<file path="config.mk">
export PLATFORM = sky130hd
export DESIGN_NAME = ioDispatch
export DESIGN_NICKNAME = d
export VERILOG_FILES = /design/src/common/ioPkg.sv /design/src/source/ioDispatch.sv
export SDC_FILE = /design/constraint.sdc
export NUM_CORES = 1
export LEC_CHECK = 0
export ABC_AREA = 1
export BUFFER_PORTS_ARGS = -buffer_cell sky130_fd_sc_hd__buf_2
export CAP_MARGIN = 10
export CORE_MARGIN = 5
export CORE_UTILIZATION = 26
export DETAILED_ROUTE_END_ITERATION = 6
export PLACE_DENSITY_LB_ADDON = 0.1
export RECOVER_POWER = 100
export SLEW_MARGIN = 5
export SYNTH_ARGS = -nofsm -noshare
export SYNTH_HDL_FRONTEND = slang
export SYNTH_SLANG_ARGS = --single-unit
</file>
<file path="constraint.sdc">
create_clock -name clk -period 1.6 [get_ports clk]
set_clock_uncertainty 0.05 [all_clocks]
set_input_delay 0.32 -clock clk [delete_from_list [all_inputs] [get_ports clk]]
set_output_delay 0.32 -clock clk [all_outputs]
set_load 0.005 [all_outputs]
</file>
<file path="src/common/ioPkg.sv">
package ioPkg;

    // IO word layout
    //   31:27 bank select
    //   26:16 word address
    //   15:0  data
    typedef logic [31:0] ioWord_t;
    typedef logic [10:0] memAddr_t;
    typedef logic [15:0] memData_t;
    typedef logic [3:0]  destReg_t;
    typedef logic [4:0]  bankSel_t;

    // the bank select field can name at most this many banks
    localparam int MaxBanks = 1 << $bits(bankSel_t);

    typedef struct packed {
        logic     responseRequested;
        destReg_t destReg;
        ioWord_t  data;
    } ioReq_t;

    typedef struct packed {
        logic     regResponseFlag;
        logic     memResponseFlag;
        destReg_t destReg;
        ioWord_t  data;
    } ioResp_t;

    function automatic bankSel_t getBankSel(ioWord_t word);
        return word[31:27];
    endfunction

    function automatic memAddr_t getAddr(ioWord_t word);
        return word[26:16];
    endfunction

    function automatic memData_t getData(ioWord_t word);
        return word[15:0];
    endfunction

endpackage
</file>
<file path="src/source/ioDispatch.sv">
`timescale 1ns/100ps

module ioDispatch #(
    parameter int NumBanks = 4
) (
    input  logic                clk,
    input  logic                rstN,
    input  logic                clkEn,
    input  logic                inReq,
    input  ioPkg::ioReq_t       outReq,
    input  logic                outAck,
    input  logic [NumBanks-1:0] bankReady,
    output ioPkg::ioReq_t       bankReq,
    output logic [NumBanks-1:0] bankAck,
    output logic                outReady
);
    import ioPkg::*;

    logic                enableQ;
    bankSel_t            bankSel;
    logic [NumBanks-1:0] selOneHot;
    logic                selReady;
    logic                consumerOk;

    // held clear through reset, opens on the first edge after release
    always_ff @(posedge clk or negedge rstN) begin
        if (!rstN) begin
            enableQ <= 1'b0;
        end else begin
            enableQ <= 1'b1;
        end
    end

    assign bankSel = getBankSel(outReq.data);

    // a select at or above NumBanks leaves the vector all zero
    always_comb begin
        selOneHot = '0;
        for (int i = 0; i < NumBanks; i++) begin
            selOneHot[i] = (bankSel == bankSel_t'(i));
        end
    end

    assign selReady = |(selOneHot & bankReady);

    // loads also need the inbound consumer, stores only need clkEn
    assign consumerOk = outReq.responseRequested ? inReq : clkEn;

    assign outReady = enableQ & selReady & consumerOk;

    // only the addressed bank sees the ack
    assign bankAck = selOneHot & {NumBanks{outAck & enableQ}};

    // every bank sees the same request word
    assign bankReq = outReq;

endmodule

</file>
Yosys cells after proc, flatten, opt, wreduce, memory -nomap -nowiden:

Cells that the tools add are included.
W data, S select, Z words.

* eq/ne operators: 3
* mux-type cells: 1
* bitwise operators: 5
* reductions and logical operators: 2

Operator list (count)
* $eq A5 B2 Y1 const B: 2
* $and A4 B4 Y4: 2
* $eq A5 B1 Y1 const B: 1
* $logic_not A5 Y1: 1
* $reduce_or A4 Y1: 1
* $and A1 B1 Y1: 3
* $mux W1: 1

* bits in registers: 1
* output and inout port bits: 42
* bits of input ports: 46

Depth between registers and ports, before layout:

* depth after elaboration: 5
* gate-level depth with buffers: 6
* gate-level depth less buffers: 6

Least setup slack after synthesis:

Ideal clock, no wire load.

* path type: input -> output
* start: input outReq[30] (netlist bit)
* end: output outReady
* buffers on the path: 0
* cell stages on the path: 5
* setup slack: 0.390 ns
* data arrival time: 0.840 ns
* path through: nor2_2 > nand4_1 > nand2_1 > nor2_1 > nor2_1

* word-level cells in the longest chain between the ends: 5
* elaborated cells between the ends (all ways): 8

RTL lines
* from (decl): line ioDispatch.sv:10 `input ioPkg::ioReq_t outReq,`
* $eq A5 B1 Y1, or another cell as far along: line ioDispatch.sv:40 `selOneHot[i] = (bankSel == bankSel_t'(i));`
* $and A4 B4 Y4 *: line ioDispatch.sv:44 `assign selReady = |(selOneHot & bankReady);`
* $reduce_or A4 Y1 *: line ioDispatch.sv:44
* $and A1 B1 Y1 * (2 in series): line ioDispatch.sv:49 `assign outReady = enableQ & selReady & consumerOk;`
* to (decl): line ioDispatch.sv:15 `output logic outReady`

Mark *: on every way between the ends. The rest lies on a longest branch, timed or not.

Worst setup path after layout:

* start: input outReq[27] (netlist bit)
* end: output outReady

Same word-level chain as after synthesis.

==> out/metrics.cfg <==
[floorplan]
die_y_um = 50.3
die_area_mm2 = 0.00253
start_util_pct = 27.8
die_x_um = 50.3
io-pin-count = 88
rows = 14
core_mm2 = 0.00152

[timing]
slew_violations = 0
max_freq_ghz = 0.688
setup_tns_ps = 0
rsz0062_at_grt = no
hold_viol = 0
period_minus_slack_ps = 1450
min_period_over_period_pct = 90.9
finalSetupViolations = 0

[global_route]
grt_pass1_vias = 238
overflow = 0
grt_start_max_net_pins = 9
grt_pass1_wl_um = 1100
gr-usage-all-layers_pct = 4.98
antenna_found_initial = 0

[clock_tree]
cts-resized-gates = 0
ctsHoldBuffers = 0
path_clk_slew_ps = 0
cts_setup_buffers = 0

[setup_path]
worstSetupPathType = input pin to primary output
cp-end-kind = primary output
cp_max_fo = 6
worstPathRequired_ps = 1230
start_kind = input pin
cp.arrival_ps = 1080

[finish]
drive_gt1_share_pct = 38.5
largest-register = enableQ
multi_input_area_um2 = 116
regArea_um2 = 25.0
antennaDiodeCount = 0
stdcell_count = 68
reg_top3 = enableQ x1
fin_area_um2 = 289
final_nets = 100
fillers = 185
postLayoutCoreUtil_pct = 19.0
synthToLayoutAreaGrowth_pct = -31.7
largest_reg_flops = 1

[placement]
gp_congestion = 0.570
placement.io_buffers = 25
place_area_um2 = 290
dp_hpwl_um = 680
dp_cells = 68

[yosys]
synth_seq_cells = 1
syn_area_um2 = 423
yosysWarnings = 0
synth.area.top_cells = buf_4, nor2_1, dfrtp_1
synthDominantCellAreaShare_pct = 65.7
seq_area_frac_synth_pct = 5.92
synth_top_cell_by_area = buf_4
synth_fp_nets = 110
synthCells = 64
synth_cell_types = 11
syn_avg_cell_area_um2 = 6.61

[route]
dr.pass1.iters = 3
drtIter0Drc = 2
avgViaCountPerCell = 4.16
drc_errors = 0
post_drt_wl_per_cell_um = 11.6
antenna_left = 0
wl_um = 792
via_count = 283

[pwr]
peakVddDrop_mv = 0.130
power_density_mw_per_mm2 = 258
leakage_nw = 0.151
total_power_w = 0.0000746

[run_status]
outcome = finished, final reports clean

[min_path]
min_path_type = input pin to asynchronous set/reset pin

[flow_run]
drv_cap = 0

## report_power, final
part | internal (W) | leakage [nW] | switching [W] | total, W
clock | 0 | 0 | 0 | 0
combinational | 0.0000214 | 0.139 | 0.0000254 | 0.0000468
sequential | 0.0000271 | 0.0117 | 0.000000746 | 0.0000278
## worst max-delay path, cell delays in order
cell      delay, ps
clkbuf_1        210
inv_1           130
nand4_1         110
nand2_1          60
nor2_1          100
nor2_1           40
buf_2           120
## cell type report
| type | instances | share of cell area (%) |
|---|---|---|
| multi-input combinational | 23 | 40.3 |
| timing repair buffer | 25 | 40.3 |
| sequential | 1 | 8.66 |
| tap | 16 | 6.93 |
| inverter | 3 | 3.90 |
## cells in the final DEF (no fill, tap or decap)
cell      instances
buf_2            17
nor2_4            1
dfrtp_1           1
conb_1            1
nand3_1           4
nand2_1           3
inv_1             3
o21a_1            1
nor2_1            7
o21ai_0           1
nand4_1           4
nor2_2            1
clkbuf_2          1
clkbuf_1          7
## routing by layer
layer,routed length (µm),vias to the layer above,track usage [%]
met5,0,-,0
met4,6,0,0.851
met3,108,2,2.96
met2,352,21,7.74
met1,325,120,5.98
li1,-,140,-
## cells in the mapped netlist
cell type and instances:
buf_4 37, conb_1 1, dfrtp_1 1, inv_1 3, nand2_1 3, nand3_1 4
nand4_1 4, nor2_1 8, nor2_2 1, o21a_1 1, o21ai_0 1
## kinds of logic after synthesis
family / Yosys count / share of synthesized area [%]
AO/OA/AOI/OAI: 2 / 2.96
buffers and inverters: 40 / 68.3
flip-flops: 1 / 5.92
other: 1 / 0.887
AND/OR/NAND/NOR: 20 / 21.9
## through the flow
step	setup WS, ps	hold slack [ps]
after floorplan	390	-25.6
after global placement	104	46.7
after detailed placement	99.0	46.5
after CTS	99.3	46.4
after global routing	19.5	48.8
final	146	45.4
## path summary, 6_finish.rpt
| kind | start | to | slack (ps) | cells past startpoint |
|---|---|---|---|---|
| max | outReq[27] | outReady | 150 | 7 |
| min | rstN | enableQ | 50 | 1 |
| max in group asynchronous | rstN | enableQ | 1370 | 1 |
| min in group clk | outReq[11] | bankReq[11] | 590 | 0 |
(Power assumes the default switching activity.)
