### config.mk
export PLATFORM = sky130hd
export DESIGN_NAME = ioResponseMerge
export DESIGN_NICKNAME = d
export VERILOG_FILES = /design/src/common/ioPkg.sv /design/src/source/ioResponseMerge.sv
export SDC_FILE = /design/constraint.sdc
export NUM_CORES = 1
export LEC_CHECK = 0
export ABC_AREA = 1
export BUFFER_PORTS_ARGS = -buffer_cell sky130_fd_sc_hd__buf_2
export CORE_AREA = 3 3 108 110
export DETAILED_ROUTE_END_ITERATION = 16
export DIE_AREA = 0 0 111 113
export PLACE_DENSITY = 0.57
export RECOVER_POWER = 100
export SLEW_MARGIN = 20
export SYNTH_ARGS = -nofsm -noshare
export SYNTH_HDL_FRONTEND = slang
export SYNTH_SLANG_ARGS = --single-unit
### constraint.sdc
create_clock -name vclk -period 0.8
set_input_delay 0 -clock vclk [all_inputs]
set_output_delay 0 -clock vclk [all_outputs]
set_load 0.05 [all_outputs]
### src/common/ioPkg.sv
package ioPkg;

    // IO word layout
    //   31:27 bank select
    //   26:16 word address
    //   15:0  data
    typedef logic [31:0] ioWord_t;
    typedef logic [10:0] memAddr_t;
    typedef logic [15:0] memData_t;
    typedef logic [3:0]  destReg_t;
    typedef logic [4:0]  bankSel_t;

    // the bank select field can name at most this many banks
    localparam int MaxBanks = 1 << $bits(bankSel_t);

    typedef struct packed {
        logic     responseRequested;
        destReg_t destReg;
        ioWord_t  data;
    } ioReq_t;

    typedef struct packed {
        logic     regResponseFlag;
        logic     memResponseFlag;
        destReg_t destReg;
        ioWord_t  data;
    } ioResp_t;

    function automatic bankSel_t getBankSel(ioWord_t word);
        return word[31:27];
    endfunction

    function automatic memAddr_t getAddr(ioWord_t word);
        return word[26:16];
    endfunction

    function automatic memData_t getData(ioWord_t word);
        return word[15:0];
    endfunction

endpackage
### src/source/ioResponseMerge.sv
`timescale 1ns/100ps

module ioResponseMerge #(
    parameter int NumBanks = 4
) (
    input  ioPkg::ioResp_t  [NumBanks-1:0] bankResp,
    input  logic            [NumBanks-1:0] bankInAck,
    input  ioPkg::memData_t [NumBanks-1:0] bankFlashData,
    input  ioPkg::bankSel_t                flashBank,
    output ioPkg::ioResp_t                 inResp,
    output logic                           inAck,
    output ioPkg::memData_t                flashData
);
    import ioPkg::*;

    localparam int RespWidth = $bits(ioResp_t);

    // at most one bank acks in a cycle so a plain and-or mux is enough
    always_comb begin
        inResp = '0;
        for (int i = 0; i < NumBanks; i++) begin
            inResp = inResp | (bankResp[i] & {RespWidth{bankInAck[i]}});
        end
    end

    assign inAck = |bankInAck;

    // unknown bank numbers read as zero
    always_comb begin
        flashData = '0;
        for (int i = 0; i < NumBanks; i++) begin
            if (flashBank == bankSel_t'(i)) begin
                flashData = bankFlashData[i];
            end
        end
    end

endmodule

After elaboration in Yosys (flattened, before gate mapping)
Index checks and enable logic that the tools add are counted.
{"block": "word_totals", "register_bits": 0, "latch_bits": 0, "ramBits": 0, "mem_bits_ro": 0, "input_bits": 225, "output_inout_bits": 55, "word_cells": 16, "mem_count": 0}
{"block": "classes", "addsub": 0, "multipliers": 0, "div_mod_pow": 0, "n_lt_le_gt_ge": 0, "eq_ne": 3, "n_shift": 0, "mux": 4, "bitwise_logic": 7, "reduce_logical": 2}
{"operator": "bitwise AND 38 bit", "count": 4}
{"operator": "bitwise OR 38 bit", "count": 3}
{"operator": "two-way mux 16 bit", "count": 4}
{"operator": "== test 5 x 2 -> 1 bit, second input constant", "count": 2}
{"operator": "== test 5 x 1 -> 1 bit, second input constant", "count": 1}
{"operator": "logical NOT 5 bit", "count": 1}
{"operator": "OR reduction 4 bit", "count": 1}

Logic depth before layout (Yosys ltp)
Gate-level depths: netlist (run 1).
{"block": "depth", "word_depth": 5, "ltp_mapped": 5, "ltp_nobuf": 4}

Worst setup path after synthesis (run 1)
No wires, ideal clock.
{"block": "synth_timing", "kind": "input port to output port", "start": "input flashBank[1]", "end": "output flashData[10]", "t_arrival_ns": 0.905, "required_time_ns": 0.800, "setup_slack_ns": -0.105, "stages": 5, "n_path_buf": 2, "cell_sequence": "buf_2 > inv_2 > buf_2 > nand4_1 > nand4_1"}
{"block": "synth_between", "elab_chain_len": 5}
{"item": "start, declared", "line_no": "ioResponseMerge.sv:9", "rtl": "input ioPkg::bankSel_t flashBank,"}
{"item": "logical NOT 5 bit", "line_no": "ioResponseMerge.sv:32", "rtl": "if (flashBank == bankSel_t'(i)) begin"}
{"item": "two-way mux 16 bit (3 in a row)", "line_no": "ioResponseMerge.sv:32"}
{"item": "two-way mux 16 bit (*)", "line_no": "ioResponseMerge.sv:32"}
{"item": "end, declared", "line_no": "ioResponseMerge.sv:12", "rtl": "output ioPkg::memData_t flashData"}
Mark *: on every way between the ends. The rest lies on a longest branch, timed or not.

Worst setup path after layout (run 1)
{"block": "layout_timing", "start": "input flashBank[2]", "end": "output flashData[3]"}
Same word-level chain as after synthesis.

==> qor.log, run 1 <==
[timing] total negative setup slack -1.406 ns
[timing] # setup viols final 18
[timing] Hold WS 0.3983 ns
[final_layout] share of layout cells above drive strength 1 0.5276
[setup_path] critical path buffer and inverter count 4
[yosys] largest cells by area after synthesis nand4_1 (47%), nand2_1 (37%), buf_2 (5.5%)
[floorplan] floorplan die width 111 um
[global_routing] maximum number of pins on one net before global-route repair 40
[floorplan] Die ar. 12540 sq um
[yosys] cell accounting for the most synthesized area nand4_1
[place] detailed placer's ending HPWL 8614 um
[yosys] Post-Syn Area per Cell 4.981 sq um
[floorplan] core footprint 10790 sq um
[global_routing] via count of the first global-routing pass 3171
[setup_path] slowest cell delay on critical path 0.17 ns
[timing] final worst path period need 0.9263 ns
[floorplan] DIE HEIGHT 113 um
[timing] Max Slew Vio Count 0
[setup_path] crit path launch type input pin
[global_routing] Congestion Overflow GR 0
[routing] post-route DRC violation count 0
[routing] Vias per Instance 4.708
[setup_path] arrival time of data at the critical path endpoint 0.93 ns
[min_path] Worst Hold Launch bankResp[3]
[final_layout] area overhead of the layout relative to synthesis 124.9%
[global_routing] number of antenna violations at the first check in global routing 0
[timing] unrepaired setup endpoints after global routing true
[min_path] Hold Path End inResp[3]
[setup_path] cell class contributing the biggest share of worst-path delay buffers and inverters
[timing] fin worst setup slack -0.1263 ns
[place] final weighted congestion in routability-driven placement 0.8875
[setup_path] critical-path cell with the highest stage delay buf_6
[final_layout] flip-flop and latch count 0
[setup_path] data required time of the worst path 0.80 ns
[timing] tightest slew margin relative to the limit 0.8095
[final_layout] number of inserted diodes 0
[final_layout] clock buffer instance count of the final layout 0
[timing] crit share post-route 1.158
[yosys] Yosys warning count 0
[final_layout] area occupied by registers 0 sq um
[yosys] share of the synthesized area in the top cell type 0.4735
[yosys] Synth Net Count 538
[setup_path] type of destination of the critical path output pin
[floorplan] site row count 38
[routing] total iterations of the first detailed-routing run 4
[flow_run] MaxCap Viol Count 0
[routing] overall via count from detail_route 3390
[pwr] power consumption 0.002476 W
[timing] highest clock rate 1080 MHz
[yosys] sequential fraction of the synthesis area 0
[run_status] result of the run complete, but fails checks
[pwr] PD cells 706.3 nW/um^2
[timing] measured slew at the worst slew-check pin 0.2869 ns
[timing] Final Hold Viols 0
[routing] antenna violation net count after detailed routing 0
[setup_path] Crit path depth 7
[place] number of cells after detailed placement 715
[min_path] Tightest Hold Check Type input pin to output pin
[floorplan] starting density of the core 0.1444
[setup_path] ordered list of cells on the worst path buf_6 > nor2_4 > buf_12 > buf_16 > nand4_1 > nand4_1 > buf_6
[yosys] Netlist Area Pre-Place 1559 sq um
[global_routing] global-route wire length before repair 16000 um
[routing] drt wl/cell 14.80 um
[run_status] violations in the final reports setup timing
[place] I/O Buffers 280
[setup_path] largest fanout of any net on the critical path 16
[pwr] total leakage power 1.879 nW
[min_path] Worst Hold Depth 4
[pwr] maximum resistive drop on vdd 0.3597 mV
[routing] Final Routed Wirelength 10660 um
[routing] Detailed Route Iter0 Violations 227
[yosys] number of instances in the synthesized netlist 313
[place] post-placement worst setup slack -0.1973 ns
[global_routing] total track usage 0.1497
[final_layout] Nets 807
[yosys] distinct cell type count of the synthesized netlist 10
[setup_path] Crit Path Class input pin to output pin
[floorplan] I/O pins 280
[final_layout] Cell Count, Final, Fillers Out 720
-- tightest hold or removal path, stage by stage --
cell and delay (ns):
buf_2 0.07, nand2_1 0.04, nand4_1 0.06, buf_4 0.21
-- cell type report --
| cell class | instances | area, sq um |
|---|---|---|
| fillers | 1250 | 7287 |
| repair buffers | 302 | 1969 |
| multi-input cells | 276 | 1354 |
| well taps | 140 | 175.2 |
| inverters | 2 | 7.507 |
-- cells in the mapped netlist --
| cell | instances |
|---|---|
| buf_2 | 17 |
| nor2_1 | 2 |
| inv_2 | 2 |
| buf_4 | 6 |
| clkbuf_4 | 2 |
| buf_6 | 2 |
| nand2_1 | 153 |
| clkbuf_1 | 8 |
| nor2_4 | 3 |
| nand4_1 | 118 |
-- power breakdown --
| group | internal [W] | switching, W |
|---|---|---|
| Clock | 0 | 0 |
| Combinational | 0.000984 | 0.00149 |
| Sequential | 0 | 0 |
-- worst max-delay path by stage --
stage,start,endpoint,slack [ns]
after floorplan,flashBank[3],flashData[1],-0.07
after global routing,flashBank[2],flashData[3],-0.16
after CTS,flashBank[2],flashData[13],-0.09
after detailed placement,flashBank[3],flashData[12],-0.20
after global placement,flashBank[3],flashData[12],-0.21
final,flashBank[2],flashData[3],-0.13
-- cell families after synthesis --
kind of cell           after synthesis  synth area share
AND/OR/NAND/NOR                    276            0.8684
buffers and inverters               37            0.1316
-- layer usage --
metal | share of wire | up-vias | global-route usage
met5 | 0 | - | 0
met4 | 0.012 | 0 | 0.01888
met2 | 0.51 | 179 | 0.2824
met1 | 0.38 | 1528 | 0.1804
met3 | 0.092 | 6 | 0.02888
li1 | - | 1677 | -
-- what timing repair did --
action / CTS / global route
setup buffers: 2 / 0
gates cloned: 3 / 0
pin swaps: 5 / 11
endpoints found under the setup margin: 16 / 25
hold buffers: 0 / 0
gates resized for setup: 36 / 10
-- layout by cell type (no fill, tap or decap), drive strengths merged --
cell type / Yosys / final
nand4: 118 / 118
clkbuf: 10 / 15
nand2: 153 / 153
nor2: 5 / 5
buf: 25 / 287
inv: 2 / 2
-- metrics by stage --
stage          cell area, sq um  utilization
2_1_floorplan              1617            -
3_3_place_gp               3281       0.3040
3_5_place_dp               3281       0.3040
4_1_cts                    3497       0.3240
5_1_grt                    3506       0.3248
6_report                   3506       0.3248
No activity file was read; power rests on OpenSTA's default activity.
==> run 2: changes to the inputs <==
--- a/config.mk
+++ b/config.mk
@@ -7,10 +7,10 @@
 export LEC_CHECK = 0
 export ABC_AREA = 1
 export BUFFER_PORTS_ARGS = -buffer_cell sky130_fd_sc_hd__buf_2
-export CORE_AREA = 3 3 108 110
+export CORE_AREA = 3 3 107 109
 export DETAILED_ROUTE_END_ITERATION = 16
-export DIE_AREA = 0 0 111 113
-export PLACE_DENSITY = 0.57
+export DIE_AREA = 0 0 110 112
+export PLACE_DENSITY = 0.56
 export RECOVER_POWER = 100
 export SLEW_MARGIN = 20
 export SYNTH_ARGS = -nofsm -noshare
==> constraint.sdc (replaced) <==
create_clock -name vclk -period 1.2
set_input_delay 0 -clock vclk [all_inputs]
set_output_delay 0 -clock vclk [all_outputs]
set_load 0.05 [all_outputs]
==> run 2 against run 1 <==
- the flow now finishes without violations
- via count fell by 3.2%
- total power shrank 40%
- critical path depth down 1
- core utilization decreased by 3.1 points
- global-route usage rose by 0.67 points
- combinational power decreased by 40%
- hold slack improved by 0.042 ns
- first-iteration DRC count increased by 16%
- largest power group unchanged
==> qor.log, run 2 (synthesis gave the netlist of run 1 again) <==
[setup_path] most prevalent standard cell on the critical path nand4_1
[routing] Detailed Route Iter0 Violations 263 [+16%]
[timing] # setup viols final 0 [-18]
[setup_path] critical-path cell with the highest stage delay clkbuf_2
[timing] final worst path period need 1.059 ns
[final_layout] fill cell total of the finished layout 1269 [+1.5%]
[final_layout] flip-flop and latch count 0 [unchanged]
[timing] fin worst setup slack 0.1414 ns [+0.2677 ns]
[global_routing] via count of the first global-routing pass 2871 [-9.5%]
[setup_path] data required time of the worst path 1.20 ns [+0.40 ns]
[setup_path] arrival time of data at the critical path endpoint 1.06 ns [+0.13 ns]
[place] number of cells after detailed placement 713 [-0.28%]
[min_path] Tightest Hold Check Type input pin to output pin
[routing] overall via count from detail_route 3283 [-3.2%]
[flow_run] MaxCap Viol Count 0 [unchanged]
[min_path] Worst Hold Depth 4 [unchanged]
[global_routing] Congestion Overflow GR 0 [unchanged]
[final_layout] share of layout cells above drive strength 1 0.5131 [-0.01450]
[floorplan] core footprint 10700 sq um [-0.88%]
[timing] measured slew at the worst slew-check pin 0.6082 ns [+0.3212 ns]
[floorplan] DIE HEIGHT 112 um [-0.88%]
[timing] highest clock rate 944.6 MHz
[pwr] maximum resistive drop on vdd 0.2082 mV [-42%]
[min_path] Hold Path End inResp[29]
[timing] unrepaired setup endpoints after global routing false
[floorplan] floorplan die width 110 um [-0.90%]
[run_status] result of the run complete, no violations
[setup_path] slowest cell delay on critical path 0.29 ns [+0.12 ns]
[final_layout] area overhead of the layout relative to synthesis 101.8%
[cts] setup fix buffers added after clock tree synthesis 0 [-2]
[setup_path] critical path buffer and inverter count 3 [-1]
[setup_path] cell class contributing the biggest share of worst-path delay buffers and inverters
[final_layout] leading cell type in the layout, fill and taps excluded buf_2
[setup_path] ordered list of cells on the worst path buf_2 > nor2_4 > buf_12 > nand4_1 > nand4_1 > clkbuf_2
[timing] total negative setup slack 0 ns [+1.406 ns]
[timing] Max Slew Vio Count 0 [unchanged]
[place] post-placement worst setup slack 0.1560 ns [+0.3532 ns]
[final_layout] area occupied by registers 0 sq um [unchanged]
[timing] crit share post-route 0.8822
[global_routing] global-route wire length before repair 15460 um [-3.4%]
[routing] post-route DRC violation count 0 [unchanged]
[pwr] PD cells 471.2 nW/um^2 [-33%]
[final_layout] clock buffer instance count of the final layout 0 [unchanged]
[timing] tightest slew margin relative to the limit 0.5963 [-0.2132]
[final_layout] Nets 800 [-0.87%]
[global_routing] number of antenna violations at the first check in global routing 2 [+2]
[cts] Post-CTS Hold Buffers 0 [unchanged]
[cts] number of gates resized after CTS 0 [-100%]
[final_layout] Cell Count, Final, Fillers Out 714 [-0.83%]
[final_layout] Non-Filler Cell Area, Final 3146 sq um [-10%]
[place] detailed placer's ending HPWL 9159 um [+6.3%]
[final_layout] area of the multi-input gates 1354 sq um [unchanged]
[timing] Hold WS 0.4404 ns [+0.04210 ns]
[place] final weighted congestion in routability-driven placement 0.8459 [-4.7%]
[floorplan] starting density of the core 0.1457 [+0.001284]
[global_routing] total track usage 0.1563 [+0.006682]
[routing] drt wl/cell 15.39 um [+4.0%]
[global_routing] maximum number of pins on one net before global-route repair 65 [+63%]
[routing] Final Routed Wirelength 10990 um [+3.1%]
[routing] antenna violation net count after detailed routing 0 [unchanged]
[min_path] Worst Hold Launch bankResp[29]
[routing] Vias per Instance 4.598 [-2.3%]
[setup_path] Crit Path Class input pin to output pin
[setup_path] largest fanout of any net on the critical path 64 [+48]
[floorplan] Die ar. 12320 sq um [-1.8%]
[place] I/O Buffers 280 [unchanged]
[pwr] total leakage power 1.746 nW [-7.1%]
[setup_path] crit path launch type input pin
[floorplan] site row count 38 [unchanged]
[final_layout] most frequent cells in the layout buf_2 (226), nand2_1 (153), nand4_1 (118)
[routing] total iterations of the first detailed-routing run 4 [unchanged]
[timing] Final Hold Viols 0 [unchanged]
[place] cell area after placement 3151 sq um [-4.0%]
[setup_path] type of destination of the critical path output pin
[floorplan] I/O pins 280 [unchanged]
[run 2: cell count changes in the layout (fill, tap and decap cells not counted), sizes merged]
cell / change
diode: +1
buf: -46
clkbuf: +39
[run 2: worst max path at each step]
stage	from	endpoint	slack [ns]	cells past startpoint
4_1_cts	flashBank[3]	flashData[14]	0.15	6
6_report	flashBank[3]	flashData[14]	0.14	6
5_1_grt	flashBank[3]	flashData[14]	0.05	6
3_5_place_dp	flashBank[3]	flashData[14]	0.16	6
2_1_floorplan	flashBank[1]	flashData[10]	0.29	5
3_3_place_gp	flashBank[3]	flashData[14]	0.17	6
[run 2: routing by layer]
| metal | global-route usage | routed length (um) |
|---|---|---|
| met5 | 0 | 13 |
| met4 | 0.01829 | 102 |
| met3 | 0.02725 | 1016 |
| met2 | 0.2553 | 5182 |
| met1 | 0.2199 | 4677 |
[run 2: metrics by stage]
step | total power, W | util
floorplan | 0.0008524 | -
global placement | 0.001486 | 0.2945
detailed placement | 0.001488 | 0.2945
CTS | 0.001493 | 0.2945
global route | 0.001596 | 0.2940
finish | 0.001482 | 0.2940
[run 2: final cells by class]
class                           count  share of cell area
Inverter                            2            0.002387
Timing Repair Buffer              295              0.5107
Multi-Input combinational cell    276              0.4304
Antenna cell                        1           0.0007955
Tap cell                          140             0.05569
[run 2: tightest hold or removal path, delay by kind of cell]
kind                   cells  cell delay, ns
and+or+nand+nor            2            0.10
buffers and inverters      2            0.34
[run 2: power breakdown]
group            internal (W)  switching [W]        total, W
logic                0.000513       0.000969         0.00148
clock network  0.000000000112              0  0.000000000112
registers                   0              0               0
total                0.000513       0.000969         0.00148
